===== config.mk =====
export PLATFORM = sky130hd
export DESIGN_NAME = mult_unit
export DESIGN_NICKNAME = d
export VERILOG_FILES = /design/src/exec_pkg.sv /design/src/mult_unit.sv
export SDC_FILE = /design/constraint.sdc
export NUM_CORES = 1
export LEC_CHECK = 0
export ABC_AREA = 1
export BUFFER_PORTS_ARGS = -buffer_cell sky130_fd_sc_hd__buf_4
export CAP_MARGIN = 10
export CORE_ASPECT_RATIO = 1.4
export CORE_UTILIZATION = 53
export DETAILED_ROUTE_END_ITERATION = 10
export HOLD_SLACK_MARGIN = 0.08
export PLACE_DENSITY = 0.8
export SLEW_MARGIN = 20
export SYNTH_ARGS = -nofsm -noshare
export SYNTH_HDL_FRONTEND = slang
export SYNTH_SLANG_ARGS = --single-unit

===== constraint.sdc =====
create_clock -name clk -period 6.4 [get_ports clk]
set_input_delay 1.28 -clock clk [delete_from_list [all_inputs] [get_ports clk]]
set_output_delay 1.28 -clock clk [all_outputs]
set_load 0.05 [all_outputs]

===== src/exec_pkg.sv =====
package exec_pkg;

	// datapath widths
	localparam int DATA_W = 16;
	localparam int PREG_W = 6;
	localparam int NUM_PREG = 1 << PREG_W;
	localparam int ROB_W = 6;

	// one mult, two alus, one address adder
	localparam int NUM_FU = 4;
	// two source reads per unit
	localparam int NUM_RD = 2 * NUM_FU;

	typedef logic [DATA_W-1:0] data_t;
	typedef logic [PREG_W-1:0] preg_t;
	typedef logic [ROB_W-1:0]  rob_idx_t;
	typedef logic [2:0]        alu_mode_t;

	localparam alu_mode_t ALU_ADD  = 3'd0;
	localparam alu_mode_t ALU_SUB  = 3'd1;
	localparam alu_mode_t ALU_AND  = 3'd2;
	localparam alu_mode_t ALU_OR   = 3'd3;
	localparam alu_mode_t ALU_XOR  = 3'd4;
	localparam alu_mode_t ALU_SLL  = 3'd5;
	localparam alu_mode_t ALU_SRL  = 3'd6;
	localparam alu_mode_t ALU_PASS = 3'd7;

	// unit order in packet and done arrays
	localparam int FU_MULT = 0;
	localparam int FU_ALU1 = 1;
	localparam int FU_ALU2 = 2;
	localparam int FU_ADDR = 3;

	// from the issue queue, 48 bits
	typedef struct packed {
		logic      valid;
		rob_idx_t  rob;
		preg_t     dst;
		logic      reg_wrt;
		preg_t     src1;
		preg_t     src2;
		data_t     imm;
		logic      imm_vld;
		logic      ldi;
		logic      inv_rt;
		alu_mode_t mode;
	} iss_pkt_t;

	// op2 already replaced by imm when imm_vld, not yet inverted
	typedef struct packed {
		logic      valid;
		rob_idx_t  rob;
		preg_t     dst;
		logic      reg_wrt;
		data_t     op1;
		data_t     op2;
		data_t     imm;
		logic      ldi;
		logic      inv_rt;
		alu_mode_t mode;
	} ex_pkt_t;

	typedef struct packed {
		logic     valid;
		rob_idx_t rob;
		logic     reg_wrt;
		preg_t    dst;
		data_t    data;
	} done_t;

	typedef struct packed {
		logic  en;
		preg_t dst;
		data_t data;
	} wr_port_t;

endpackage

===== src/mult_unit.sv =====
`timescale 1ns/1ps

module mult_unit #(
	parameter int MULT_CYCLES = 3
) (
	input  logic               clk,
	input  logic               rst,
	input  exec_pkg::ex_pkt_t  ex,
	output logic               mult_free,
	output exec_pkg::done_t    res
);

	localparam int CNT_W = (MULT_CYCLES > 1) ? $clog2(MULT_CYCLES) : 1;

	typedef enum logic [1:0] {
		IDLE,
		BUSY,
		DONE
	} mult_state_t;

	mult_state_t        state;
	logic [CNT_W-1:0]   cnt;
	exec_pkg::data_t    a_q;
	exec_pkg::data_t    b_q;
	exec_pkg::rob_idx_t rob_q;
	exec_pkg::preg_t    dst_q;
	logic               reg_wrt_q;

	always_ff @(posedge clk) begin
		if (rst) begin
			state <= IDLE;
			cnt   <= '0;
		end else begin
			case (state)
				IDLE: begin
					if (ex.valid) begin
						state <= BUSY;
						cnt   <= CNT_W'(MULT_CYCLES - 1);
					end
				end
				BUSY: begin
					if (cnt == '0) begin
						state <= DONE;
					end else begin
						cnt <= cnt - 1'b1;
					end
				end
				default: state <= IDLE;
			endcase
		end
	end

	// operands and tags
	always_ff @(posedge clk) begin
		if (state == IDLE && ex.valid) begin
			a_q       <= ex.op1;
			b_q       <= ex.op2;
			rob_q     <= ex.rob;
			dst_q     <= ex.dst;
			reg_wrt_q <= ex.reg_wrt;
		end
	end

	// also low while a fresh packet sits at the input
	assign mult_free = (state != BUSY) && !ex.valid;

	always_comb begin
		res.valid   = (state == DONE);
		res.rob     = rob_q;
		res.reg_wrt = reg_wrt_q;
		res.dst     = dst_q;
		res.data    = a_q * b_q;
	end

	// issuer must hold off until mult_free
	a_mult_idle : assert property (
		@(posedge clk) disable iff (rst) ex.valid |-> (state == IDLE)
	) else $error("multiplier packet issued while busy");

endmodule


==> qor.txt <==
STATUS
--------------------------------------------------------------------------------
Status                                                              finished with violations
Violated checks                                                     setup timing

LAYOUT
--------------------------------------------------------------------------------
Share of post-route cells with drive strength above 1                      0.302
Synth-to-layout area growth                                                31.2%
Area occupied by multi-input gates                                   0.00394 mm²
Filler cell count in the final layout                                        805
Final standard cell area without fillers                             0.00778 mm²
Flip-flop and latch area                                             0.00143 mm²
Final net count                                                             1063
Inserted Diodes                                                                0

TIMING
--------------------------------------------------------------------------------
Setup violations, final                                                        6
Hold Fails Final Rpt                                                           0
Actual slew at the worst max-slew pin                                   0.644 ns
Setup tns final                                                        -0.509 ns
Period Utilization, post-route                                              1.03
Max frequency                                                          0.152 GHz
Worst setup slack after layout                                         -0.186 ns
Layout Skew                                                           0.00570 ns
Fin. max-slew vios                                                             0
Slew HR                                                                    0.571
Setup repair after global routing missed its margin                         true
Shortest period the worst path allows                                    6.59 ns

LOGIC SYNTHESIS
--------------------------------------------------------------------------------
Share of the synthesized area in the top cell type                         0.270
Cell accounting for the most synthesized area                               fa_1
Sequential fraction of the synthesis area                                  0.241
Count leader, synth                                                        inv_1
Leading cell types by total area after synthesis                    fa_1, edfxtp_1, inv_1
Yosys reg bits                                                                49
Yosys warning count                                                            0
Synth Cell Area                                                      0.00593 mm²
Synthesized area per cell                                               8.16 µm²
Net count of the mapped netlist                                              926
Asr flop ratio synth                                                           0
Number of enable-type register cells in the synthesized netlist               45
Synth cell count leaders                                            inv_1, nand2_1, fa_1
Flip-flop cell with the highest count after synthesis                   edfxtp_1
Gate count of the mapped netlist                                             727
Number of library cell types mapped by synthesis                              28

SETUP PATH
--------------------------------------------------------------------------------
Type of destination of the critical path                             output port
Startpoint kind of the worst setup timing path                              flop
Largest fanout on the critical path                                            4
Arrival @ worst endpoint                                                 5.31 ns
Required time of the worst setup path                                    5.12 ns
CP Class                                                            flop to output port

PLACED DESIGN
--------------------------------------------------------------------------------
Port Buffers                                                                  78
Worst-case setup slack after placement                                 -0.182 ns
Gp weighted congestion                                                     0.847
HPWL after DPL                                                          10000 µm
Post-Place Cell Area                                                 0.00695 mm²

GLOBAL ROUTING
--------------------------------------------------------------------------------
Number of antenna violations at the first check in global routing              0
Total routing usage reported by global routing                             0.237
Remaining global-route overflow                                                0
First-pass GRT wire length                                              21800 µm
Met3 Resource Use GR                                                      0.0238
Busiest metal layer after global routing                                    met2
M2 GR Usage                                                                0.467
Maximum number of pins on one net before global-route repair                  35
Vias in the first global route                                              5071
Met1 track utilization from global routing                                 0.247

DIE
--------------------------------------------------------------------------------
Overall die height                                                        127 µm
Die Width                                                                91.4 µm
# IOs                                                                        100
Die area                                                              0.0116 mm²
Initial Util                                                               0.546
Placeable core region                                                 0.0109 mm²
Row count                                                                     45

CLOCK NETWORK
--------------------------------------------------------------------------------
Bufs on Longest Clock Path                                                     2
Maximum level of the CTS H-tree                                                2
Number of clock sinks seen by CTS                                             49
Clock tree from TritonCTS                                                   done
Cell at the root of the clock tree                                     clkbuf_16
Cts bufs inserted                                                              5
Clock-pin transition on the worst setup and hold timing paths            0.07 ns
Hold-fix buffers at CTS                                                        0
Latest clock arrival within the worst-skew pair                          0.29 ns

DETAILED ROUTING
--------------------------------------------------------------------------------
First-pass iteration count of the detailed router                              6
Remaining antenna violation count after routing                                0
Total Routed Length                                                     13000 µm
DRC errors left                                                                0
Detailed Route Iter0 Violations                                              209
Drt wl/cell                                                              12.9 µm
Post-detailed-route via-to-cell ratio                                       4.86
Number of vias after detailed routing                                       4886

FLOW RUN
--------------------------------------------------------------------------------
Max-cap check violation count                                                  0

WORST HOLD PATH
--------------------------------------------------------------------------------
Worst min-delay path class                                          flop to flop

## sequential cells by signal, indices dropped and copies added, names as in the netlist
name and cells:
cnt 2, reg_wrt_q 1, state 2, b_q 16, a_q 16, rob_q 6
dst_q 6
## routing by layer
layer | vias to the layer above | part of all wire
li1 | 2369 | -
met1 | 2349 | 0.35
met2 | 135 | 0.58
met3 | 33 | 0.033
met4 | 0 | 0.035
met5 | - | 0
## cell families (layout without fill, tap and decap cells)
kind of cell,count (synthesis),count (layout),share of synthesized area
simple gates,269,269,0.182
buf+inv,244,382,0.161
fa+ha+maj,130,130,0.376
flops,49,49,0.241
compound gates,23,23,0.0222
xor+xnor,12,12,0.0177
## area by class of cell
cell class	count	area share
sequential	49	0.184
multi-input combinational	434	0.506
tap	141	0.0227
clock buffer	5	0.0161
timing repair buffer	153	0.158
inverter	221	0.107
clock inverter	3	0.00643
## placed cells by master (no fill, tap or decap), types with 2 or more instances in the layout
| cell | synthesis | routed |
|---|---|---|
| nand2_1 | 206 | 192 |
| inv_1 | 219 | 191 |
| buf_4 | 5 | 133 |
| fa_1 | 80 | 74 |
| edfxtp_1 | 45 | 45 |
| ha_1 | 50 | 39 |
| inv_2 | 2 | 30 |
| nand3_1 | 24 | 21 |
| nand2_2 | 10 | 20 |
| nor2_1 | 24 | 20 |
| buf_6 | 2 | 19 |
| ha_4 | 0 | 10 |
| a21oi_2 | 0 | 7 |
| xor2_1 | 9 | 7 |
| fa_2 | 0 | 6 |
| clkbuf_16 | 0 | 5 |
| nand2_4 | 0 | 4 |
| a21oi_4 | 0 | 4 |
| nand3_2 | 1 | 4 |
| dfxtp_1 | 4 | 4 |
| nor2_4 | 0 | 3 |
| o21ai_4 | 0 | 3 |
| o21ai_1 | 1 | 2 |
| nor2_2 | 1 | 2 |
| o21a_1 | 2 | 2 |
| xnor2_1 | 3 | 2 |
| xor2_2 | 0 | 2 |
## timing repair
action | 4_1_cts | 5_1_grt
endpoints found under the setup margin | 6 | 6
pin swaps | 49 | 24
cloned | 0 | 0
setup buffers | 22 | 10
resized for setup | 77 | 44
## metrics by stage
stage	util	hold slack, ns	cells
2_1_floorplan	-	0.447	727
3_3_place_gp	0.639	0.472	968
3_5_place_dp	0.639	0.484	968
4_1_cts	0.696	0.494	997
5_1_grt	0.716	0.522	1006
6_report	0.716	0.487	1006
## worst max-delay path: stages (launching register included)
cell and delay [ns]:
edfxtp_1 0.50, buf_6 0.16, nand2_1 0.04, inv_1 0.05, fa_1 0.47, inv_1 0.05
fa_1 0.46, fa_2 0.55, inv_2 0.04, fa_1 0.48, fa_1 0.52, inv_1 0.05
fa_1 0.49, inv_2 0.04, ha_4 0.22, buf_4 0.14, a21oi_2 0.11, o21a_1 0.13
nand3_2 0.12, inv_1 0.08, nand3_1 0.07, nand2_1 0.08, buf_6 0.16
## worst paths after layout
kind | startpoint | endpoint | slack, ns | depth (start not counted)
max reg2reg | state[1] | b_q[10] | 4.83 | 4
max | b_q[4] | res[15] | -0.19 | 22
min | cnt[1] | cnt[1] | 0.49 | 2
min reg2reg | cnt[1] | cnt[1] | 0.49 | 2
Power is left out: the tool's default activity adds up to more than one toggle a clock period on the data nets, which glitch-free logic cannot reach.
