<file path="config.mk">
export PLATFORM = sky130hd
export DESIGN_NAME = operand_stage
export DESIGN_NICKNAME = d
export VERILOG_FILES = /design/src/exec_pkg.sv /design/src/operand_stage.sv
export SDC_FILE = /design/constraint.sdc
export NUM_CORES = 1
export LEC_CHECK = 0
export ABC_AREA = 1
export BUFFER_PORTS_ARGS = -buffer_cell sky130_fd_sc_hd__buf_2
export CORE_AREA = 2 2 247 249
export DETAILED_ROUTE_END_ITERATION = 8
export DIE_AREA = 0 0 249 251
export SYNTH_ARGS = -nofsm -noshare
export SYNTH_HDL_FRONTEND = slang
export SYNTH_SLANG_ARGS = --single-unit
</file>
<file path="constraint.sdc">
create_clock -name clk -period 0.9 [get_ports clk]
set_input_delay 0.045 -clock clk [delete_from_list [all_inputs] [get_ports clk]]
set_output_delay 0.045 -clock clk [all_outputs]
set_load 0.005 [all_outputs]
</file>
<file path="src/exec_pkg.sv">
package exec_pkg;

	// datapath widths
	localparam int DATA_W = 16;
	localparam int PREG_W = 6;
	localparam int NUM_PREG = 1 << PREG_W;
	localparam int ROB_W = 6;

	// one mult, two alus, one address adder
	localparam int NUM_FU = 4;
	// two source reads per unit
	localparam int NUM_RD = 2 * NUM_FU;

	typedef logic [DATA_W-1:0] data_t;
	typedef logic [PREG_W-1:0] preg_t;
	typedef logic [ROB_W-1:0]  rob_idx_t;
	typedef logic [2:0]        alu_mode_t;

	localparam alu_mode_t ALU_ADD  = 3'd0;
	localparam alu_mode_t ALU_SUB  = 3'd1;
	localparam alu_mode_t ALU_AND  = 3'd2;
	localparam alu_mode_t ALU_OR   = 3'd3;
	localparam alu_mode_t ALU_XOR  = 3'd4;
	localparam alu_mode_t ALU_SLL  = 3'd5;
	localparam alu_mode_t ALU_SRL  = 3'd6;
	localparam alu_mode_t ALU_PASS = 3'd7;

	// unit order in packet and done arrays
	localparam int FU_MULT = 0;
	localparam int FU_ALU1 = 1;
	localparam int FU_ALU2 = 2;
	localparam int FU_ADDR = 3;

	// from the issue queue, 48 bits
	typedef struct packed {
		logic      valid;
		rob_idx_t  rob;
		preg_t     dst;
		logic      reg_wrt;
		preg_t     src1;
		preg_t     src2;
		data_t     imm;
		logic      imm_vld;
		logic      ldi;
		logic      inv_rt;
		alu_mode_t mode;
	} iss_pkt_t;

	// op2 already replaced by imm when imm_vld, not yet inverted
	typedef struct packed {
		logic      valid;
		rob_idx_t  rob;
		preg_t     dst;
		logic      reg_wrt;
		data_t     op1;
		data_t     op2;
		data_t     imm;
		logic      ldi;
		logic      inv_rt;
		alu_mode_t mode;
	} ex_pkt_t;

	typedef struct packed {
		logic     valid;
		rob_idx_t rob;
		logic     reg_wrt;
		preg_t    dst;
		data_t    data;
	} done_t;

	typedef struct packed {
		logic  en;
		preg_t dst;
		data_t data;
	} wr_port_t;

endpackage
</file>
<file path="src/operand_stage.sv">
`timescale 1ns/1ps

module operand_stage (
	input  logic                clk,
	input  logic                rst,
	input  exec_pkg::iss_pkt_t  iss     [exec_pkg::NUM_FU],
	output exec_pkg::preg_t     rd_addr [exec_pkg::NUM_RD],
	input  exec_pkg::data_t     rd_data [exec_pkg::NUM_RD],
	output exec_pkg::ex_pkt_t   ex      [exec_pkg::NUM_FU]
);

	exec_pkg::ex_pkt_t ex_d [exec_pkg::NUM_FU];

	// unit u reads on ports 2u and 2u+1
	always_comb begin
		for (int u = 0; u < exec_pkg::NUM_FU; u++) begin
			rd_addr[2*u]   = iss[u].src1;
			rd_addr[2*u+1] = iss[u].src2;
		end
	end

	always_comb begin
		for (int u = 0; u < exec_pkg::NUM_FU; u++) begin
			ex_d[u].valid   = iss[u].valid;
			ex_d[u].rob     = iss[u].rob;
			ex_d[u].dst     = iss[u].dst;
			ex_d[u].reg_wrt = iss[u].reg_wrt;
			ex_d[u].op1     = rd_data[2*u];
			// immediate replaces the second source
			if (iss[u].imm_vld) begin
				ex_d[u].op2 = iss[u].imm;
			end else begin
				ex_d[u].op2 = rd_data[2*u+1];
			end
			ex_d[u].imm    = iss[u].imm;
			ex_d[u].ldi    = iss[u].ldi;
			ex_d[u].inv_rt = iss[u].inv_rt;
			ex_d[u].mode   = iss[u].mode;
		end
	end

	// rf/ex pipeline register
	always_ff @(posedge clk) begin
		for (int u = 0; u < exec_pkg::NUM_FU; u++) begin
			ex[u] <= ex_d[u];
			if (rst) begin
				ex[u].valid <= 1'b0;
			end
		end
	end

endmodule

</file>
==> results of run 1 <==
==> cells in the mapped netlist <==
master / instances / share of area [%]
inv_1: 4 / 0.22
nand2_2: 9 / 0.84
inv_8: 3 / 0.51
nor2_1: 4 / 0.22
nand2_1: 183 / 10
inv_6: 1 / 0.13
buf_4: 48 / 5.4
dfxtp_1: 268 / 80
buf_8: 1 / 0.22
clkbuf_8: 2 / 0.41
buf_6: 9 / 1.5
==> cells by family after synthesis <==
| group | after synthesis |
|---|---|
| AND/OR/NAND/NOR | 196 |
| buffers and inverters | 68 |
| flip-flops | 268 |
==> where the power goes <==
group / switching (uW) / leakage (uW) / internal, uW
combinational: 1310 / 0.00422 / 2150
sequential: 268 / 0.00226 / 12700
clock: 5810 / 0.000574 / 8410
==> final cells by class <==
cell class,count,area share [%]
Tap cell,782,6.59
Sequential cell,268,37.3
Multi-Input combinational cell,196,5.12
Clock inverter,21,1.57
Inverter,8,0.387
Clock buffer,42,6.28
Timing Repair Buffer,830,42.7
Antenna cell,5,0.0842
==> routing by layer <==
| layer | part of all wire [%] | vias up | GRT usage, % |
|---|---|---|---|
| li1 | - | 3198 | - |
| met1 | 35 | 3023 | 11.1 |
| met2 | 48 | 414 | 19.6 |
| met3 | 11 | 138 | 5.46 |
| met4 | 5.3 | 18 | 6.20 |
| met5 | 0.31 | - | 0 |
==> timing repair <==
item	4_1_cts	5_1_grt
hold buffers	340	7
pin swaps	0	0
gates resized for setup	161	127
setup endpoints to repair	268	320
endpoints found under the hold margin	268	48
==> final timing paths <==
check	slack, ps	from	cells past startpoint	to
max	-160	ex[113]	1	ex[113]
min	90	iss[71]	0	rd_addr[13]
==> stage by stage <==
step	cells	setup TNS [ps]	setup slack, ps	total power [uW]	utilization, %
after global placement	1798	0	175	15100	16.6
final	2152	-28090	-158	30600	24.8
after detailed placement	1798	0	149	15100	16.6
after global routing	2150	-43730	-212	32000	24.8
after floorplan	532	0	380	13600	-
after CTS	2201	-41960	-215	31100	24.9
==> results by stage, run 1 <==
Outcome:
- The final reports fail on negative setup slack.
- The flow ran to the end, but the final reports show violations.

Logic synthesis:
- The synthesized netlist cell count is 532.
- The dominant combinational cell family by area after synthesis is simple AND/OR/NAND/NOR gates.
- The post-synthesis simple-gate area fraction is 11.3%.
- The sequential-to-total area share from yosys stat is 80.3%.
- The cell area after technology mapping is 6690 um2.
- For this run, the number of Yosys warnings is 0.
- Summing the areas of all compound-gate instances in the mapped netlist gives 0% of the synthesized area.
- The adder and majority gate portion of the synthesized area is 0%.
- The average cell area after synthesis is 12.6 um2.
- The synthesized netlist devotes 0% of its cell area to XOR and XNOR gates.
- Measured against the total synthesized area, the mux share comes to 0%.
- The netlist uses 11 different library cells.
- The register bit total from synthesis is 268.
- The net count of the mapped netlist is 854.

Clock network:
- The cell sitting at the root of the clock tree is a clkbuf_16.
- The longest clock path from root to sink contains 3 buffers.
- TritonCTS built the clock tree.
- The clock transition at the registers of the reported paths is 60 ps.
- The clock buffer count from CTS is 35.
- The number of setup buffers added after CTS is 0.
- The number of sinks on the clock net is 268.
- The H-tree was split into 2 levels.

Final layout:
- With fillers left out, the area of the finished cells amounts to 14900 um2.
- The fraction of final layout cells with drive strength greater than 1 is 55.1%.
- The largest registers in the layout are ex (268).
- The filler cells instantiated in the layout total 6179.
- The register cell area after layout is 5540 um2.
- Leaving out fill and tap cells, the most frequent cell in the layout is buf_2.
- The flip-flop count of the largest register, all copies and words added is 268.
- The area added between synthesis and finish is 122%.
- The total area of multi-input combinational cells is 761 um2.
- In the final design database the tool counted 1661 nets.
- Leaving out fill and tap cells, the most frequent cells in the layout are buf_2, dlygate4sd3_1, nand2_1, dfxtp_2, dfxtp_1.
- Counting flops per register, the top entry is ex.

Drt:
- The number of iterations in the first detailed-routing pass is 4.
- The detail route stage leaves a number of antenna-violating nets equal to 0.
- The routed design has 36.9 mm of wire.
- The final routed wire length divided by cell count is 17.1 um.
- The first routing iteration left 250 violations.
- The DRC violation count after routing is 0.
- After detailed routing, the number of vias per cell comes to 3.16.
- Across all layers, the routed design uses 6791 vias.

Worst setup path:
- The number of buffers and inverters on the critical path is 1.
- The data arrival at the endpoint of the critical path is 1010 ps.
- For the worst setup path, the data required time is 850 ps.
- Walking the worst path, the cells encountered are buf_2.
- The maximum cell stage delay along the critical path is 350 ps.
- The worst setup path is of the register to primary output kind.
- The category of cells accounting for the largest share of critical-path delay is flip-flops.
- STA classifies the critical path endpoint as a primary output.
- The worst setup path is launched from a register.
- Of all nets on the critical path, the largest fanout is 1.
- The critical-path cell with the highest stage delay is dfxtp_2.

Power and ir drop:
- The cell leakage power is 0.00705 uW.
- IR analysis of the VDD net gives a maximum drop of 1480 uV.
- The areal power density over the cells is 2060 nW/um2.

Timing:
- Setup repair after global routing could not meet its margin everywhere.
- On the final layout, the worst hold slack is 90.0 ps.
- The fmax is 0.946 GHz.
- Of the available clock period, the critical path in the final layout requires 118%.
- The final number of hold-violating endpoints was 0.
- The final critical-path required period is 1060 ps.
- The count of endpoints failing setup in the final report is 286.
- The worst relative slew slack is 60.8%.
- The transition time at the pin with the least slew margin is 586 ps.
- The final worst-path setup slack is -158 ps.
- The max-slew violation total from the final report was 0.

Global routing:
- The first global-routing pass estimated 50.5 mm of wire.
- The aggregate global routing overflow is 0.
- The initial antenna violation count is 20.
- Entering global routing, the biggest net connects 18 pins.
- The overall track demand over capacity in global routing is 11.3%.
- The number of global-route vias before repair is 7607.

Placed design:
- Detailed placement ended at an HPWL of 26.6 mm.
- The final weighted congestion in routability-driven placement is 0.823.
- The instance area after placement is 9910 um2.
- The total of buffers placed on input and output ports is 541.

Floorplanning:
- Pin placement for this block handled 638 I/O pins.
- The die height is 251 um.
- The die covers 62500 um2.
- The floorplan step defined a core boundary enclosing 59800 um2.
- The initial standard-cell utilization of the core is 11.2%.
- The row count is 90.
- The die span in x is 249 um.

Min path:
- The tightest min-delay check is of the input port to primary output type.

Flow run:
- Max-cap violations in this run came to 0.
Power figures use the tool's default switching activity.
==> run 2, diff against run 1 <==
--- a/config.mk
+++ b/config.mk
@@ -5,11 +5,10 @@
 export SDC_FILE = /design/constraint.sdc
 export NUM_CORES = 1
 export LEC_CHECK = 0
-export ABC_AREA = 1
 export BUFFER_PORTS_ARGS = -buffer_cell sky130_fd_sc_hd__buf_2
-export CORE_AREA = 2 2 247 249
+export CORE_AREA = 2 2 248 250
 export DETAILED_ROUTE_END_ITERATION = 8
-export DIE_AREA = 0 0 249 251
+export DIE_AREA = 0 0 250 252
 export SYNTH_ARGS = -nofsm -noshare
 export SYNTH_HDL_FRONTEND = slang
 export SYNTH_SLANG_ARGS = --single-unit
==> run 2 against run 1 <==
Compared with the run above:
- the flow still finishes with violations (negative setup slack)
- largest cell class unchanged
- setup slack improved by 21 ps
- global-route usage decreased by 1.6 points
- final cell count decreased by 7.0%
- critical path depth unchanged
- non-clock buffer count decreased by 12
- critical endpoint is now ex[266]
- fmax increased by 2.0%
- area after synthesis increased by 0.92%
- hold slack unchanged
- core utilization decreased by 0.43 points
==> results by stage, run 2 <==
Power and ir drop:
- The areal power density over the cells was 2010 nW/um2 (-2.5%).
- The cell leakage power is 0.00674 uW (-4.5%).
- The peak supply drop is 1240 uV (-16%).

Timing:
- The transition time at the pin with the least slew margin is 206 ps (-381 ps).
- The count of endpoints failing setup in the final report is 268 (-6.3%).
- The final critical-path required period is 1040 ps (-21.2 ps).
- The final number of hold-violating endpoints is 0 (unchanged).
- The post-route clock period utilization is 115% (-2.4 points).
- The worst relative slew slack was 86.3% (+25 points).
- The final worst-path setup slack was -136 ps (+21.2 ps).
- Setup repair after global routing could not meet its margin everywhere.
- The max-slew violation total from the final report is 0 (unchanged).
- The fmax is 0.965 GHz (+2.0%).
- The final sum of negative setup slack was -25990 ps (+2100 ps).

Logic synthesis:
- The share of Yosys cell area claimed by the top area cell type is 79.5% (-0.73 points).
- The cell area after technology mapping is 6750 um2 (+0.92%).
- After synthesis, the most frequently instantiated cells are dfxtp_1, buf_4, mux2_4.
- The net count of the mapped netlist is 714 (-16%).
- The number of enable flip-flop cells after synthesis is 0 (unchanged).
- The register bit total from synthesis was 268 (unchanged).
- The count of cell types in the netlist was 7 (-4).
- The most repeated cell in the gate-level netlist after synthesis is dfxtp_1.
- The proportion of register bits with asynchronous set or reset after synthesis is 0% (unchanged).
- The dominant synthesized flop cell is dfxtp_1.
- The number of synthesis warnings is 0 (unchanged).
- The largest total area in the synthesized netlist belongs to dfxtp_1.
- The sequential-to-total area share from yosys stat is 79.5% (-0.73 points).
- The synthesized netlist cell count is 392 (-26%).
- Sorting the synthesized cells by area gives the leading types as dfxtp_1, mux2_4, buf_4.
- The average cell area after synthesis was 17.2 um2 (+37%).

Worst setup path:
- The critical path goes through buf_2.
- The maximum cell stage delay along the critical path was 340 ps (about the same).
- The data arrival at the endpoint of the critical path is 990 ps (-20 ps).
- The worst setup path is captured at a primary output.
- The required time at the worst-slack endpoint is 850 ps (about the same).
- The slowest stage of the critical path is the dfxtp_2 cell.
- The worst path buffer plus inverter count is 1 (unchanged).
- The maximum net fanout on the critical path is 1 (unchanged).
- The category of cells accounting for the largest share of critical-path delay is flip-flops.
- The worst setup path is launched from a register.
- The worst setup path category is register to primary output.

Global routing:
- The aggregate global routing overflow was 0 (unchanged).
- The overall track demand over capacity in global routing is 9.66% (-1.6 points).
- The initial antenna violation count is 19 (-5.0%).
- The number of global-route vias before repair is 6852 (-9.9%).
- The first-pass GRT wire length came to 43.7 mm (-14%).
- The maximum number of pins on one net before global-route repair came to 17 (-1).

Final layout:
- The fraction of final layout cells with drive strength greater than 1 is 65.6% (+10 points).
- The number of nets in the final layout came to 1512 (-9.0%).
- The area growth from synthesis to layout is 118%.
- The flip-flop count of the largest register, all copies and words added is 268 (unchanged).
- The final non-filler cell total was 2002 (-7.0%).
- Leaving out fill and tap cells, the most frequent cell in the layout is buf_2.
- The number of fillers in the final layout is 6217 (+0.61%).
- The top cell types in the final layout, fill and taps aside, are buf_2, dlygate4sd3_1, dfxtp_1, dfxtp_2, buf_6.
- More flip-flops sit in one register than any other, and that register is ex.
- The largest registers in the layout are ex (268).

Placed design:
- The final weighted congestion in routability-driven placement is 0.729 (-12%).
- The detailed placer's ending HPWL was 24.0 mm (-9.9%).
- The total placed cells including tap cells is 1663 (-7.5%).
- The pre-CTS setup slack is 80.1 ps (-68.6 ps).
- The total of buffers placed on input and output ports is 541 (unchanged).

Clock network:
- TritonCTS built the clock tree.
- The clock transition at the registers of the reported paths is 50 ps (about the same).
- The number of sinks on the clock net is 268 (unchanged).
- The clock buffer count from CTS is 34 (-2.9%).
- The number of levels the H-tree was split into came to 2 (unchanged).
- The clock root buffer is clkbuf_16.
- The clock tree buffer depth came to 3 (unchanged).
- The number of setup buffers added after CTS is 0 (unchanged).

Min path:
- The type of the tightest min-delay check is input port to primary output.

Floorplanning:
- The die area is 63000 um2 (+0.80%).
- The total core area was 60100 um2 (+0.57%).
- The row count was 90 (unchanged).
- The number of top-level pins is 638 (unchanged).
- The die height is 252 um (+0.40%).
- The die span in x is 250 um (+0.40%).
- The initial standard-cell utilization of the core came to 11.2% (+0.039 points).

Drt:
- The via density per instance is 3.05 (-3.3%).
- The count of vias placed by the detailed router was 6107 (-10%).
- The DRC violation count after routing came to 0 (unchanged).
- The post-detailed-routing wire length was 32.6 mm (-12%).
- The number of DRC violations after detailed-routing iteration 0 is 154 (-38%).
- The final antenna-violating net count came to 0 (unchanged).
- The final routed wire length divided by cell count was 16.3 um (-5.0%).
- The number of iterations in the first detailed-routing pass was 4 (unchanged).

Outcome:
- The checks that failed: negative setup slack.
- The run finished, with violations left.

Flow run:
- The count of max-cap constraint violations is 0 (unchanged).
## run 2: logic make-up (layout without fill, tap and decap cells)
family / after synthesis / after routing / synth area share (%)
buffers and inverters: 56 / 878 / 7.20
flip-flops: 268 / 268 / 79.5
multiplexers: 64 / 64 / 12.9
AND/OR/NAND/NOR: 4 / 4 / 0.371
other: 0 / 6 / 0
## run 2: layout make-up
cell class / instances / area, um2 / share of cell area, %
clock inverters: 16 / 154 / 1.05
clock buffers: 44 / 940 / 6.40
well taps: 782 / 978 / 6.67
flip-flops and latches: 268 / 5530 / 37.7
repair buffers: 818 / 6160 / 42.0
multi-input cells: 68 / 896 / 6.10
diodes: 6 / 15.0 / 0.102
## run 2: power breakdown
group | switching [uW] | internal [uW]
logic | 1100 | 2260
registers | 252 | 12700
clock network | 5460 | 7750
total | 6810 | 22700
## run 2: path summary, 6_finish.rpt
path | cells past startpoint | endpoint | start
worst min-delay path | 0 | rd_addr[0] | iss[22]
worst max-delay path | 1 | ex[266] | ex[266]
## run 2: stage by stage
step	hold slack, ps	util, %	total power [uW]	area [um2]
after floorplan	72.7	-	13700	6750
after global placement	90.0	16.7	15100	10000
after detailed placement	90.0	16.7	15100	10000
after CTS	82.6	23.7	30000	14300
after global routing	90.0	24.4	30900	14700
final	90.0	24.4	29500	14700
## run 2: routing by layer
layer / vias to the layer above / global-route usage (%) / routed length [um]
met5: - / 0 / 104
met4: 18 / 5.29 / 1520
met3: 96 / 5.85 / 4110
met2: 414 / 17.2 / 16100
met1: 2757 / 8.43 / 10700
li1: 2822 / - / -
## run 2: what timing repair did
item / in CTS / in global routing
pin swaps: 0 / 0
gates resized for setup: 145 / 118
endpoints found under the setup margin: 268 / 269
hold endpoints to repair: 268 / 1
hold buffers: 273 / 1
