--- config.mk ---
export PLATFORM = sky130hd
export DESIGN_NAME = writeback_stage
export DESIGN_NICKNAME = d
export VERILOG_FILES = /design/src/exec_pkg.sv /design/src/writeback_stage.sv /design/src/alu.sv
export SDC_FILE = /design/constraint.sdc
export NUM_CORES = 1
export LEC_CHECK = 0
export ABC_CLOCK_PERIOD_IN_PS = 3900
export BUFFER_PORTS_ARGS = -buffer_cell sky130_fd_sc_hd__clkbuf_2
export CORE_AREA = 5 5 197 199
export CTS_BUF_LIST = sky130_fd_sc_hd__clkbuf_8
export CTS_CLUSTER_SIZE = 14
export DETAILED_ROUTE_END_ITERATION = 10
export DIE_AREA = 0 0 202 204
export GPL_TIMING_DRIVEN = 0
export PLACE_DENSITY = 0.59
export SYNTH_ARGS = -nofsm -noshare
export SYNTH_HDL_FRONTEND = slang
export SYNTH_HIERARCHICAL = 1
export SYNTH_SLANG_ARGS = --single-unit
--- constraint.sdc ---
create_clock -name clk -period 3.9 [get_ports clk]
set_clock_uncertainty 0.1 [all_clocks]
set_input_delay 0.78 -clock clk [delete_from_list [all_inputs] [get_ports clk]]
set_output_delay 0.78 -clock clk [all_outputs]
set_load 0.01 [all_outputs]
--- src/exec_pkg.sv ---
package exec_pkg;

	// datapath widths
	localparam int DATA_W = 16;
	localparam int PREG_W = 6;
	localparam int NUM_PREG = 1 << PREG_W;
	localparam int ROB_W = 6;

	// one mult, two alus, one address adder
	localparam int NUM_FU = 4;
	// two source reads per unit
	localparam int NUM_RD = 2 * NUM_FU;

	typedef logic [DATA_W-1:0] data_t;
	typedef logic [PREG_W-1:0] preg_t;
	typedef logic [ROB_W-1:0]  rob_idx_t;
	typedef logic [2:0]        alu_mode_t;

	localparam alu_mode_t ALU_ADD  = 3'd0;
	localparam alu_mode_t ALU_SUB  = 3'd1;
	localparam alu_mode_t ALU_AND  = 3'd2;
	localparam alu_mode_t ALU_OR   = 3'd3;
	localparam alu_mode_t ALU_XOR  = 3'd4;
	localparam alu_mode_t ALU_SLL  = 3'd5;
	localparam alu_mode_t ALU_SRL  = 3'd6;
	localparam alu_mode_t ALU_PASS = 3'd7;

	// unit order in packet and done arrays
	localparam int FU_MULT = 0;
	localparam int FU_ALU1 = 1;
	localparam int FU_ALU2 = 2;
	localparam int FU_ADDR = 3;

	// from the issue queue, 48 bits
	typedef struct packed {
		logic      valid;
		rob_idx_t  rob;
		preg_t     dst;
		logic      reg_wrt;
		preg_t     src1;
		preg_t     src2;
		data_t     imm;
		logic      imm_vld;
		logic      ldi;
		logic      inv_rt;
		alu_mode_t mode;
	} iss_pkt_t;

	// op2 already replaced by imm when imm_vld, not yet inverted
	typedef struct packed {
		logic      valid;
		rob_idx_t  rob;
		preg_t     dst;
		logic      reg_wrt;
		data_t     op1;
		data_t     op2;
		data_t     imm;
		logic      ldi;
		logic      inv_rt;
		alu_mode_t mode;
	} ex_pkt_t;

	typedef struct packed {
		logic     valid;
		rob_idx_t rob;
		logic     reg_wrt;
		preg_t    dst;
		data_t    data;
	} done_t;

	typedef struct packed {
		logic  en;
		preg_t dst;
		data_t data;
	} wr_port_t;

endpackage
--- src/writeback_stage.sv ---
`timescale 1ns/1ps

module writeback_stage (
	input  logic                clk,
	input  logic                rst,
	input  exec_pkg::ex_pkt_t   ex       [exec_pkg::NUM_FU],
	input  exec_pkg::done_t     mult_res,
	output exec_pkg::wr_port_t  wr       [exec_pkg::NUM_FU],
	output exec_pkg::done_t     done     [exec_pkg::NUM_FU]
);

	exec_pkg::data_t alu1_res;
	exec_pkg::data_t alu2_res;
	exec_pkg::data_t addr_res;

	alu u_alu1 (
		.op1    (ex[exec_pkg::FU_ALU1].op1),
		.op2    (ex[exec_pkg::FU_ALU1].op2),
		.imm    (ex[exec_pkg::FU_ALU1].imm),
		.mode   (ex[exec_pkg::FU_ALU1].mode),
		.inv_rt (ex[exec_pkg::FU_ALU1].inv_rt),
		.ldi    (ex[exec_pkg::FU_ALU1].ldi),
		.result (alu1_res)
	);

	alu u_alu2 (
		.op1    (ex[exec_pkg::FU_ALU2].op1),
		.op2    (ex[exec_pkg::FU_ALU2].op2),
		.imm    (ex[exec_pkg::FU_ALU2].imm),
		.mode   (ex[exec_pkg::FU_ALU2].mode),
		.inv_rt (ex[exec_pkg::FU_ALU2].inv_rt),
		.ldi    (ex[exec_pkg::FU_ALU2].ldi),
		.result (alu2_res)
	);

	// base plus offset, result goes to the rf
	assign addr_res = ex[exec_pkg::FU_ADDR].op1 + ex[exec_pkg::FU_ADDR].op2;

	for (genvar u = 0; u < exec_pkg::NUM_FU; u++) begin : g_done
		if (u == exec_pkg::FU_MULT) begin : g_mult
			// mult result is already registered in its unit
			assign done[u] = mult_res;
		end else begin : g_reg
			exec_pkg::data_t r;

			assign r = (u == exec_pkg::FU_ALU1) ? alu1_res :
				(u == exec_pkg::FU_ALU2) ? alu2_res : addr_res;

			always_ff @(posedge clk) begin
				if (rst) begin
					done[u].valid <= 1'b0;
				end else begin
					done[u].valid <= ex[u].valid;
				end
				done[u].rob     <= ex[u].rob;
				done[u].reg_wrt <= ex[u].reg_wrt;
				done[u].dst     <= ex[u].dst;
				done[u].data    <= r;
			end
		end
	end

	always_comb begin
		for (int u = 0; u < exec_pkg::NUM_FU; u++) begin
			wr[u].en   = done[u].valid && done[u].reg_wrt;
			wr[u].dst  = done[u].dst;
			wr[u].data = done[u].data;
		end
	end

endmodule

--- src/alu.sv ---
`timescale 1ns/1ps

module alu (
	input  exec_pkg::data_t     op1,
	input  exec_pkg::data_t     op2,
	input  exec_pkg::data_t     imm,
	input  exec_pkg::alu_mode_t mode,
	input  logic                inv_rt,
	input  logic                ldi,
	output exec_pkg::data_t     result
);

	exec_pkg::data_t b;
	exec_pkg::data_t mode_res;

	assign b = inv_rt ? ~op2 : op2;

	always_comb begin
		case (mode)
			exec_pkg::ALU_ADD:  mode_res = op1 + b;
			exec_pkg::ALU_SUB:  mode_res = op1 - b;
			exec_pkg::ALU_AND:  mode_res = op1 & b;
			exec_pkg::ALU_OR:   mode_res = op1 | b;
			exec_pkg::ALU_XOR:  mode_res = op1 ^ b;
			// shift amount from low nibble only
			exec_pkg::ALU_SLL:  mode_res = op1 << b[3:0];
			exec_pkg::ALU_SRL:  mode_res = op1 >> b[3:0];
			exec_pkg::ALU_PASS: mode_res = b;
			default:            mode_res = b;
		endcase
	end

	// load-immediate bypasses the mode result
	assign result = ldi ? imm : mode_res;

endmodule

==> results of run 1 <==
-- metal layers --
metal	track usage	routed length [microns]	up-vias
li1	-	-	6486
met1	0.3329	22700	6652
met2	0.4352	26600	852
met3	0.04078	4822	143
met4	0.1011	2455	0
met5	0	0	-
-- power by group --
group	leakage, nW	internal (mW)	switching, mW
clock network	0.108	0.329	0.424
logic	6.40	1.09	1.52
registers	0.759	1.03	0.0656
total	7.27	2.45	2.01
-- cell type report --
cell class / instances / area (sq um)
antenna: 1 / 2.502
buffer: 212 / 1401
clock buffer: 10 / 137.6
clock inverter: 6 / 82.58
fill: 3856 / 21450
inverter: 86 / 330.3
multi-input combinational: 1190 / 9193
sequential: 90 / 1802
tap: 474 / 593.1
timing repair buffer: 402 / 2049
-- stage by stage --
stage | instances | utilization | setup TNS [ps] | instance area (sq um)
2_1_floorplan | 1585 | - | -57.19 | 12400
3_3_place_gp | 2446 | 0.4031 | -17840 | 14930
3_5_place_dp | 2446 | 0.4031 | -19010 | 14930
4_1_cts | 2465 | 0.4148 | -38.57 | 15360
5_1_grt | 2470 | 0.4208 | -9.332 | 15590
6_report | 2471 | 0.4209 | 0 | 15590
-- kinds of logic after synthesis --
logic type | share of synthesized area
AO/OA/AOI/OAI | 0.2411
AND/OR/NAND/NOR | 0.1638
buffers and inverters | 0.1359
multiplexers | 0.1350
adder cells (fa/ha/maj) | 0.1109
flip-flops | 0.1455
XOR/XNOR | 0.06780
-- worst max-delay path by stage --
stage	start	endpoint	depth (start not counted)
floorplan	ex[67]	done[44]	13
global placement	ex[67]	done[42]	14
detailed placement	ex[67]	done[42]	14
CTS	ex[89]	done[42]	14
global route	ex[89]	done[42]	16
finish	ex[89]	done[41]	15
-- what timing repair did --
item                                    in CTS  in global routing
pin swaps                                   10                 15
resized for setup                           41                 47
endpoints found under the setup margin      22                 13
setup buffers                                8                  7
-- cells in the final DEF (no fill, tap or decap), types with 12 or more instances in the layout --
| cell | synthesis | final |
|---|---|---|
| sky130_fd_sc_hd__clkbuf_2 | 0 | 391 |
| sky130_fd_sc_hd__buf_4 | 124 | 139 |
| sky130_fd_sc_hd__nand2_1 | 141 | 138 |
| sky130_fd_sc_hd__a21oi_1 | 117 | 112 |
| sky130_fd_sc_hd__nor2_1 | 114 | 108 |
| sky130_fd_sc_hd__ha_1 | 105 | 101 |
| sky130_fd_sc_hd__dfxtp_1 | 90 | 90 |
| sky130_fd_sc_hd__o21ai_0 | 84 | 83 |
| sky130_fd_sc_hd__inv_1 | 79 | 77 |
| sky130_fd_sc_hd__mux2i_1 | 68 | 66 |
| sky130_fd_sc_hd__xnor2_1 | 61 | 54 |
| sky130_fd_sc_hd__clkbuf_1 | 53 | 37 |
| sky130_fd_sc_hd__mux4_2 | 36 | 36 |
| sky130_fd_sc_hd__nand3_1 | 33 | 33 |
| sky130_fd_sc_hd__a31oi_1 | 25 | 24 |
| sky130_fd_sc_hd__buf_2 | 29 | 22 |
| sky130_fd_sc_hd__xor2_1 | 23 | 22 |
| sky130_fd_sc_hd__o22ai_1 | 21 | 21 |
| sky130_fd_sc_hd__o211ai_1 | 16 | 16 |
| sky130_fd_sc_hd__nor3_1 | 16 | 16 |
| sky130_fd_sc_hd__mux2_2 | 16 | 16 |
| sky130_fd_sc_hd__nand4_1 | 15 | 15 |
| sky130_fd_sc_hd__and2_1 | 15 | 15 |
| sky130_fd_sc_hd__a211oi_1 | 15 | 15 |
| sky130_fd_sc_hd__nand2b_1 | 14 | 13 |
| sky130_fd_sc_hd__a22oi_1 | 13 | 13 |
| sky130_fd_sc_hd__o21ai_1 | 11 | 12 |
==> flow_metrics.env, run 1 <==
export IMPL_outcome="complete, no violations"
export IMPL_drive_above_1_share=0.3577
export IMPL_drt_first_iter_violations=1378
export IMPL_timing_final_hold_violations=0
export IMPL_vdd_ir_drop_worst_uv=191.2
export IMPL_start_util=0.3343
export IMPL_synth_yosys_seq_area_share=0.1455
export IMPL_io_buffer_count=387
export IMPL_layout_overhead_on_the_synthesized_area_pct=25.91
export IMPL_report_power_total_mw=4.457
export IMPL_hpwlAfterDp_microns=46020
export IMPL_place_congestion=0.9886
export IMPL_finalCritPeriodShare=0.9850
export IMPL_top_count_cell_post_synth="sky130_fd_sc_hd__nand2_1"
export IMPL_h_tree_depth=3
export IMPL_track_usage=0.2584
export IMPL_floorplan_io_pins=512
export IMPL_cts_hold_repair_buffers=0
export IMPL_min_to="done[85]"
export IMPL_ys_async_sr_fraction=0
export IMPL_ys_warn_count=6
export IMPL_cts_root_buf="sky130_fd_sc_hd__clkbuf_8"
export IMPL_report_final_setup_viol=0
export IMPL_timing_hold_ws_ps=364.0
export IMPL_crit_path_max_delay_cell_type="sky130_fd_sc_hd__or4_4"
export IMPL_grt_max_degree=20
export IMPL_worstHoldPathType="primary input to flip-flop"
export IMPL_netlist_instances=1585
export IMPL_route_detailed_vias_per_inst=5.720
export IMPL_setup_ws_ps=58.64
export IMPL_num_rows=71
export IMPL_arrival_ps=4000
export IMPL_number_of_enable_type_register_cells_in_the_synthesized_netlist=0
export IMPL_maxClockFrequency_mhz=260.3
export IMPL_route_vias_total=14130
export IMPL_final_antenna_net_count=0
export IMPL_number_of_flip_flops_under_the_largest_register_name=90
export IMPL_worst_ep_required_time_ps=4060
export IMPL_overflow=0
export IMPL_finalMaxSlewViolations=0
export IMPL_clock_tree_buffer_depth=2
export IMPL_hold_path_startpoint="ex[196]"
export IMPL_library_cell_occupying_the_most_area_in_the_post_synthesis_netlist="sky130_fd_sc_hd__dfxtp_1"
export IMPL_cts_sink_count=90
export IMPL_setup_worst_path_start_class="primary input"
export IMPL_worst_hold_path_num_cells=1
export IMPL_antenna_violations_before_repair=1
export IMPL_post_synth_main_area_contributors="sky130_fd_sc_hd__dfxtp_1, sky130_fd_sc_hd__ha_1, sky130_fd_sc_hd__buf_4"
export IMPL_detailedPlace_worstSlack_ps=-1316
export IMPL_detail_route_wl_per_cell_microns=22.90
export IMPL_yosysTopAreaCellShare=0.1455
export IMPL_fp_dieW_microns=202
export IMPL_ys_ff_latch=90
export IMPL_finish_net_count=2399
export IMPL_number_of_global_route_vias_before_repair=13540
export IMPL_max_cap_violations=0
export IMPL_slew_headroom=0.4197
export IMPL_finalCriticalPeriod_ps=3841
export IMPL_postSynth_topFlopCell="sky130_fd_sc_hd__dfxtp_1"
export IMPL_cp_buffers_inverters=3
export IMPL_die_height_microns=204
export IMPL_cts_clk_slew_worst_paths_ps=130
export IMPL_p_leak_nw=7.269
export IMPL_route_detailed_drc=0
export IMPL_grt_first_pass_wirelength_microns=83360
export IMPL_synth_common_cells="sky130_fd_sc_hd__nand2_1, sky130_fd_sc_hd__buf_4, sky130_fd_sc_hd__a21oi_1, sky130_fd_sc_hd__nor2_1, sky130_fd_sc_hd__ha_1"
export IMPL_crit_path_cell_trace="clkbuf_2 -> buf_6 -> or4_4 -> o22ai_4 -> buf_4 -> nand3_1 -> mux2i_1 -> o21ai_0 -> xor2_1 -> ha_1 -> nor3_1 -> a311oi_1 -> o2111ai_1 -> a221o_1 -> o32a_1"
export IMPL_crit_path_end_kind="flip-flop"
export IMPL_die_area_sq_mm=0.04121
export IMPL_timing_setup_critical_path_class="primary input to flip-flop"
export IMPL_synth_nets=1993
export IMPL_post_synth_instance_area_sq_mm=0.01238
export IMPL_cts_buffers_inserted=9
export IMPL_synth_distinct_cells=90
export IMPL_top_register="done"
export IMPL_firstDrtPassIters=6
export IMPL_fp_coreArea_sq_mm=0.03704
export IMPL_drt_wl_total_microns=56590
export IMPL_tritoncts_clock_tree="done"
export IMPL_cp_top_family="compound AO/OA/AOI/OAI gates"
export IMPL_critPathMaxFanout=8
export IMPL_top_registers="done x90"
export IMPL_power_density_mw_per_mm2=285.9
export IMPL_worst_pin_slew_ps=867.3
export IMPL_highest_cell_delay_on_the_worst_timing_path_ps=510
export IMPL_syn_area_per_cell_sq_um=7.813
No activity file was read; power rests on OpenSTA's default activity.
==> run 2, diff against run 1 <==
--- a/config.mk
+++ b/config.mk
@@ -6,7 +6,7 @@
 export NUM_CORES = 1
 export LEC_CHECK = 0
 export ABC_CLOCK_PERIOD_IN_PS = 3900
-export BUFFER_PORTS_ARGS = -buffer_cell sky130_fd_sc_hd__clkbuf_2
+export BUFFER_PORTS_ARGS = -buffer_cell sky130_fd_sc_hd__buf_2
 export CORE_AREA = 5 5 197 199
 export CTS_BUF_LIST = sky130_fd_sc_hd__clkbuf_8
 export CTS_CLUSTER_SIZE = 14
==> run 2 against run 1 <==
  * Global-route usage increased by 0.39 points
  * Maximum frequency up 0.70%
  * First-iteration DRC count decreased by 4.8%
  * Count of clock-buffer cells in the layout shrank 1
  * Routed wire length increased by 1.8%
  * Clock power fell by 0.5%
  * Via count decreased by 0.35%
  * Final cell count fell by 0.24%
  * Die area unchanged
  * Sequential cell count unchanged
  * Critical path depth fell by 1
  * Worst hold slack worse by 2.2 ps
  * Largest cell class unchanged
==> flow_metrics.env, run 2 (synthesis gave the netlist of run 1 again) <==
export IMPL_cts_hold_repair_buffers=0
export IMPL_route_layer_met1_wl_microns=23030
export IMPL_crit_path_cell_trace="buf_6 -> buf_6 -> nand4_1 -> buf_4 -> nand2_1 -> a21oi_1 -> xnor2_1 -> ha_1 -> a21o_1 -> a31oi_1 -> a21oi_2 -> or3_1 -> a21oi_1 -> o32a_1"
export IMPL_start_util=0.3343
export IMPL_timing_final_hold_violations=0
export IMPL_top_register="done"
export IMPL_top_layer_in_use="met4"
export IMPL_die_height_microns=204
export IMPL_power_frac_clock=0.169
export IMPL_most_common_layout_cells="sky130_fd_sc_hd__buf_2, sky130_fd_sc_hd__nand2_1, sky130_fd_sc_hd__buf_4"
export IMPL_detail_route_wl_per_cell_microns=23.38
export IMPL_maxClockFrequency_mhz=262.1
export IMPL_worstHoldPathType="primary input to flip-flop"
export IMPL_filler_cell_count=3810
export IMPL_routed_wl_met2_microns=27240
export IMPL_hpwlAfterDp_microns=46930
export IMPL_outcome="complete, no violations"
export IMPL_final_antenna_net_count=0
export IMPL_crit_path_end_kind="flip-flop"
export IMPL_tritoncts_clock_tree="done"
export IMPL_cts_sink_count=90
export IMPL_fp_coreArea_sq_mm=0.03704
export IMPL_worst_pin_slew_ps=1048
export IMPL_drt_first_iter_violations=1312
export IMPL_num_rows=71
export IMPL_io_buffer_count=387
export IMPL_vdd_ir_drop_worst_uv=176.2
export IMPL_setup_ws_ps=85.25
export IMPL_p_leak_nw=7.167
export IMPL_highest_cell_delay_on_the_worst_timing_path_ps=370
export IMPL_route_detailed_vias_per_inst=5.713
export IMPL_finalCritPeriodShare=0.9781
export IMPL_cts_buffers_inserted=9
export IMPL_arrival_ps=4030
export IMPL_place_congestion=0.9764
export IMPL_top_registers="done x90"
export IMPL_number_of_flip_flops_under_the_largest_register_name=90
export IMPL_number_of_global_route_vias_before_repair=13460
export IMPL_overflow=0
export IMPL_finalMaxSlewViolations=0
export IMPL_layout_commonest_cell="sky130_fd_sc_hd__buf_2"
export IMPL_swShare=0.4517
export IMPL_drive_above_1_share=0.3534
export IMPL_grt_max_degree=20
export IMPL_antenna_violations_before_repair=2
export IMPL_firstDrtPassIters=6
export IMPL_slew_headroom=0.2986
export IMPL_drt_wl_total_microns=57630
export IMPL_timing_setup_critical_path_class="primary input to flip-flop"
export IMPL_layout_overhead_on_the_synthesized_area_pct=25.65
export IMPL_report_power_total_mw=4.443
export IMPL_floorplan_io_pins=512
export IMPL_met3_wirelength_microns=4521
export IMPL_power_density_mw_per_mm2=285.6
export IMPL_fp_dieW_microns=202
export IMPL_track_usage=0.2623
export IMPL_die_area_sq_mm=0.04121
export IMPL_cts_clk_slew_worst_paths_ps=120
export IMPL_power_frac_comb=0.587
export IMPL_cp_top_family="compound AO/OA/AOI/OAI gates"
export IMPL_share_seq_of_total_power=0.245
export IMPL_clock_tree_buffer_depth=2
export IMPL_p_sw_mw=2.007
export IMPL_setup_worst_path_start_class="primary input"
export IMPL_crit_path_max_delay_cell_type="sky130_fd_sc_hd__ha_1"
export IMPL_cts_root_buf="sky130_fd_sc_hd__clkbuf_8"
export IMPL_cp_buffers_inverters=3
export IMPL_report_final_setup_viol=0
export IMPL_critPathMaxFanout=10
export IMPL_h_tree_depth=3
export IMPL_finalCriticalPeriod_ps=3815
export IMPL_route_vias_total=14080
export IMPL_grt_first_pass_wirelength_microns=83860
export IMPL_finish_net_count=2392
export IMPL_internal_power_mw=2.436
export IMPL_detailedPlace_worstSlack_ps=-1380
export IMPL_route_detailed_drc=0
export IMPL_max_cap_violations=0
export IMPL_worst_ep_required_time_ps=4120
run 2: final cells by class:
type                            instances  area, sq um  share of cell area
Antenna cell                            2        5.005           0.0003216
Buffer                                209         1385             0.08902
Clock buffer                            9        123.9            0.007961
Clock inverter                          7        95.09            0.006111
Inverter                               86        334.1             0.02147
Multi-Input combinational cell       1190         9195              0.5909
Sequential cell                        90         1802              0.1158
Tap cell                              474        593.1             0.03812
Timing Repair Buffer                  398         2027              0.1303
run 2: power by group through the flow:
stage	Clock, mW	Combinational (mW)	Sequential (mW)
after floorplan	0	1.55	1.15
after global placement	0	2.48	1.11
after detailed placement	0	2.48	1.11
after CTS	0.781	2.53	1.09
after global routing	0.808	2.79	1.10
final	0.749	2.61	1.09
run 2: layer usage:
| metal | up-vias | track usage |
|---|---|---|
| met2 | 814 | 0.4391 |
| met1 | 6668 | 0.3335 |
| met3 | 134 | 0.03904 |
| li1 | 6467 | - |
| met4 | 0 | 0.1226 |
| met5 | - | 0 |
run 2: worst paths after layout:
path	start	to	slack, ps	cells after the start
min	ex[57]	done[19]	360	1
max	ex[70]	done[41]	90	14
run 2: through the flow:
step | cells | hold WS (ps) | util | area (sq um) | setup TNS [ps]
5_1_grt | 2465 | 340.3 | 0.4200 | 15560 | -16.33
3_3_place_gp | 2446 | 783.2 | 0.4031 | 14930 | -19760
2_1_floorplan | 1585 | 707.7 | - | 12400 | -57.19
6_report | 2465 | 361.9 | 0.4200 | 15560 | 0
3_5_place_dp | 2446 | 783.8 | 0.4031 | 14930 | -20110
4_1_cts | 2461 | 324.5 | 0.4141 | 15340 | 0
run 2: repair_timing:
action / in CTS / in global routing
pin swaps: 8 / 13
hold endpoints to repair: 0 / 0
gates resized for setup: 39 / 51
cloned: 0 / 0
setup buffers: 7 / 4
endpoints found under the setup margin: 23 / 13
==> run 3, diff against run 2 <==
--- a/config.mk
+++ b/config.mk
@@ -14,6 +14,7 @@
 export DIE_AREA = 0 0 202 204
 export GPL_TIMING_DRIVEN = 0
 export PLACE_DENSITY = 0.59
+export RECOVER_POWER = 25
 export SYNTH_ARGS = -nofsm -noshare
 export SYNTH_HDL_FRONTEND = slang
 export SYNTH_HIERARCHICAL = 1
==> run 3 against run 2 <==
  * Maximum frequency hardly changed
  * Clock power is essentially flat
  * First-iteration DRC count is 4.0% lower
  * Critical path depth did not move
  * Global-route usage did not move
  * Die area is the same
  * Core utilization decreased by 0.12 points
  * Routed wire length hardly changed
  * Count of clock-buffer cells in the layout did not move
==> flow_metrics.env, run 3 (synthesis gave the netlist of run 1 again) <==
export IMPL_outcome="complete, no violations"
export IMPL_hpwlAfterDp_microns=46930
export IMPL_crit_path_cell_trace="buf_6 -> buf_6 -> nand4_1 -> buf_4 -> nand2_1 -> a21oi_1 -> xnor2_1 -> ha_1 -> a21o_1 -> a31oi_1 -> a21oi_2 -> or3_1 -> a21oi_1 -> o32a_1"
export IMPL_cts_hold_repair_buffers=0
export IMPL_layout_commonest_cell="sky130_fd_sc_hd__buf_2"
export IMPL_timing_hold_ws_ps=362.2
export IMPL_detailedPlace_worstSlack_ps=-1380
export IMPL_finish_net_count=2392
export IMPL_min_to="done[19]"
export IMPL_setup_ws_ps=86.92
export IMPL_top_registers="done x90"
export IMPL_drt_wl_total_microns=57640
export IMPL_vdd_ir_drop_worst_uv=176.1
export IMPL_antenna_violations_before_repair=2
export IMPL_route_detailed_drc=0
export IMPL_drive_above_1_share=0.3369
export IMPL_layout_overhead_on_the_synthesized_area_pct=25.29
export IMPL_maxClockFrequency_mhz=262.3
export IMPL_fp_coreArea_sq_mm=0.03704
export IMPL_cts_sink_count=90
export IMPL_crit_path_max_delay_cell_type="sky130_fd_sc_hd__ha_1"
export IMPL_io_buffer_count=387
export IMPL_fp_dieW_microns=202
export IMPL_p_leak_nw=7.077
export IMPL_sequential_cell_area_sq_mm=0.001802
export IMPL_worstHoldPathType="primary input to flip-flop"
export IMPL_finalCriticalPeriod_ps=3813
export IMPL_floorplan_io_pins=512
export IMPL_cts_clk_slew_worst_paths_ps=120
export IMPL_worst_hold_path_num_cells=1
export IMPL_cts_root_buf="sky130_fd_sc_hd__clkbuf_8"
export IMPL_highest_cell_delay_on_the_worst_timing_path_ps=370
export IMPL_filler_cell_count=3829
export IMPL_slew_headroom=0.3119
export IMPL_most_common_layout_cells="sky130_fd_sc_hd__buf_2, sky130_fd_sc_hd__nand2_1, sky130_fd_sc_hd__buf_4"
export IMPL_route_vias_total=14160
export IMPL_number_of_flip_flops_under_the_largest_register_name=90
export IMPL_timing_final_hold_violations=0
export IMPL_number_of_global_route_vias_before_repair=13460
export IMPL_clock_tree_buffer_depth=2
export IMPL_hold_path_startpoint="ex[57]"
export IMPL_cts_buffers_inserted=9
export IMPL_final_antenna_net_count=0
export IMPL_power_density_mw_per_mm2=285.8
export IMPL_h_tree_depth=3
export IMPL_critPathMaxFanout=10
export IMPL_overflow=0
export IMPL_firstDrtPassIters=5
export IMPL_die_height_microns=204
export IMPL_detail_route_wl_per_cell_microns=23.38
export IMPL_max_cap_violations=0
export IMPL_setup_worst_path_start_class="primary input"
export IMPL_place_congestion=0.9764
export IMPL_report_final_setup_viol=0
export IMPL_finalCritPeriodShare=0.9777
export IMPL_grt_first_pass_wirelength_microns=83860
export IMPL_finalCoreUtilization=0.4188
export IMPL_worst_ep_required_time_ps=4120
export IMPL_crit_path_end_kind="flip-flop"
export IMPL_worst_pin_slew_ps=1028
export IMPL_num_rows=71
export IMPL_area_used_by_multi_input_combinational_logic_sq_mm=0.009190
export IMPL_grt_max_degree=20
export IMPL_die_area_sq_mm=0.04121
export IMPL_top_register="done"
export IMPL_drt_first_iter_violations=1260
export IMPL_start_util=0.3343
export IMPL_timing_setup_critical_path_class="primary input to flip-flop"
export IMPL_track_usage=0.2623
export IMPL_arrival_ps=4030
export IMPL_tritoncts_clock_tree="done"
export IMPL_finalMaxSlewViolations=0
export IMPL_route_detailed_vias_per_inst=5.742
==> run 3: worst max-delay path, delay by kind of cell <==
family                     cells  cell delay [ps]
AOI/OAI and AO/OA              6             1360
xor gates and xnor gates       1              140
adders and majority gates      1              370
buffers and inverters          3              560
and+or+nand+nor                3              830
==> run 3: cell type report <==
cell class / count / share of cell area
clock inverter: 7 / 0.006129
clock buffer: 9 / 0.007984
timing repair buffer: 398 / 0.1281
antenna: 2 / 0.0003226
sequential: 90 / 0.1161
buffer: 209 / 0.08927
inverter: 86 / 0.02153
multi-input combinational: 1190 / 0.5923
tap: 474 / 0.03823
==> run 3: per-layer routing <==
layer | share of wire | wire [microns] | GRT usage | up-vias
met1 | 0.40 | 22960 | 0.3335 | 6683
met5 | 0 | 0 | 0 | -
met4 | 0.051 | 2943 | 0.1226 | 0
li1 | - | - | - | 6468
met3 | 0.082 | 4718 | 0.03904 | 147
met2 | 0.47 | 27020 | 0.4391 | 857
==> run 3: through the flow <==
| stage | std cells | area [sq um] | power [mW] | setup TNS, ps |
|---|---|---|---|---|
| 2_1_floorplan | 1585 | 12400 | 2.695 | -57.19 |
| 3_3_place_gp | 2446 | 14930 | 3.588 | -19760 |
| 3_5_place_dp | 2446 | 14930 | 3.592 | -20110 |
| 4_1_cts | 2461 | 15340 | 4.403 | 0 |
| 5_1_grt | 2465 | 15510 | 4.697 | -16.33 |
| 6_report | 2465 | 15510 | 4.434 | 0 |
==> run 3: worst max-delay path by stage <==
stage,start,to,depth (start not counted)
2_1_floorplan,ex[67],done[44],13
6_report,ex[70],done[41],14
4_1_cts,ex[136],done[74],14
3_5_place_dp,ex[67],done[42],14
3_3_place_gp,ex[67],done[42],14
5_1_grt,ex[88],done[41],14
==> run 3: what timing repair did <==
action                                  CTS  global route
buffers inserted                          7             4
gates resized for setup                  39            51
pin swaps                                 8            13
endpoints found under the setup margin   23            13
==> run 3: power by group <==
part | switching, mW | total [mW] | internal (mW)
Clock | 0.431 | 0.747 | 0.316
Sequential | 0.0611 | 1.09 | 1.03
Combinational | 1.51 | 2.60 | 1.09
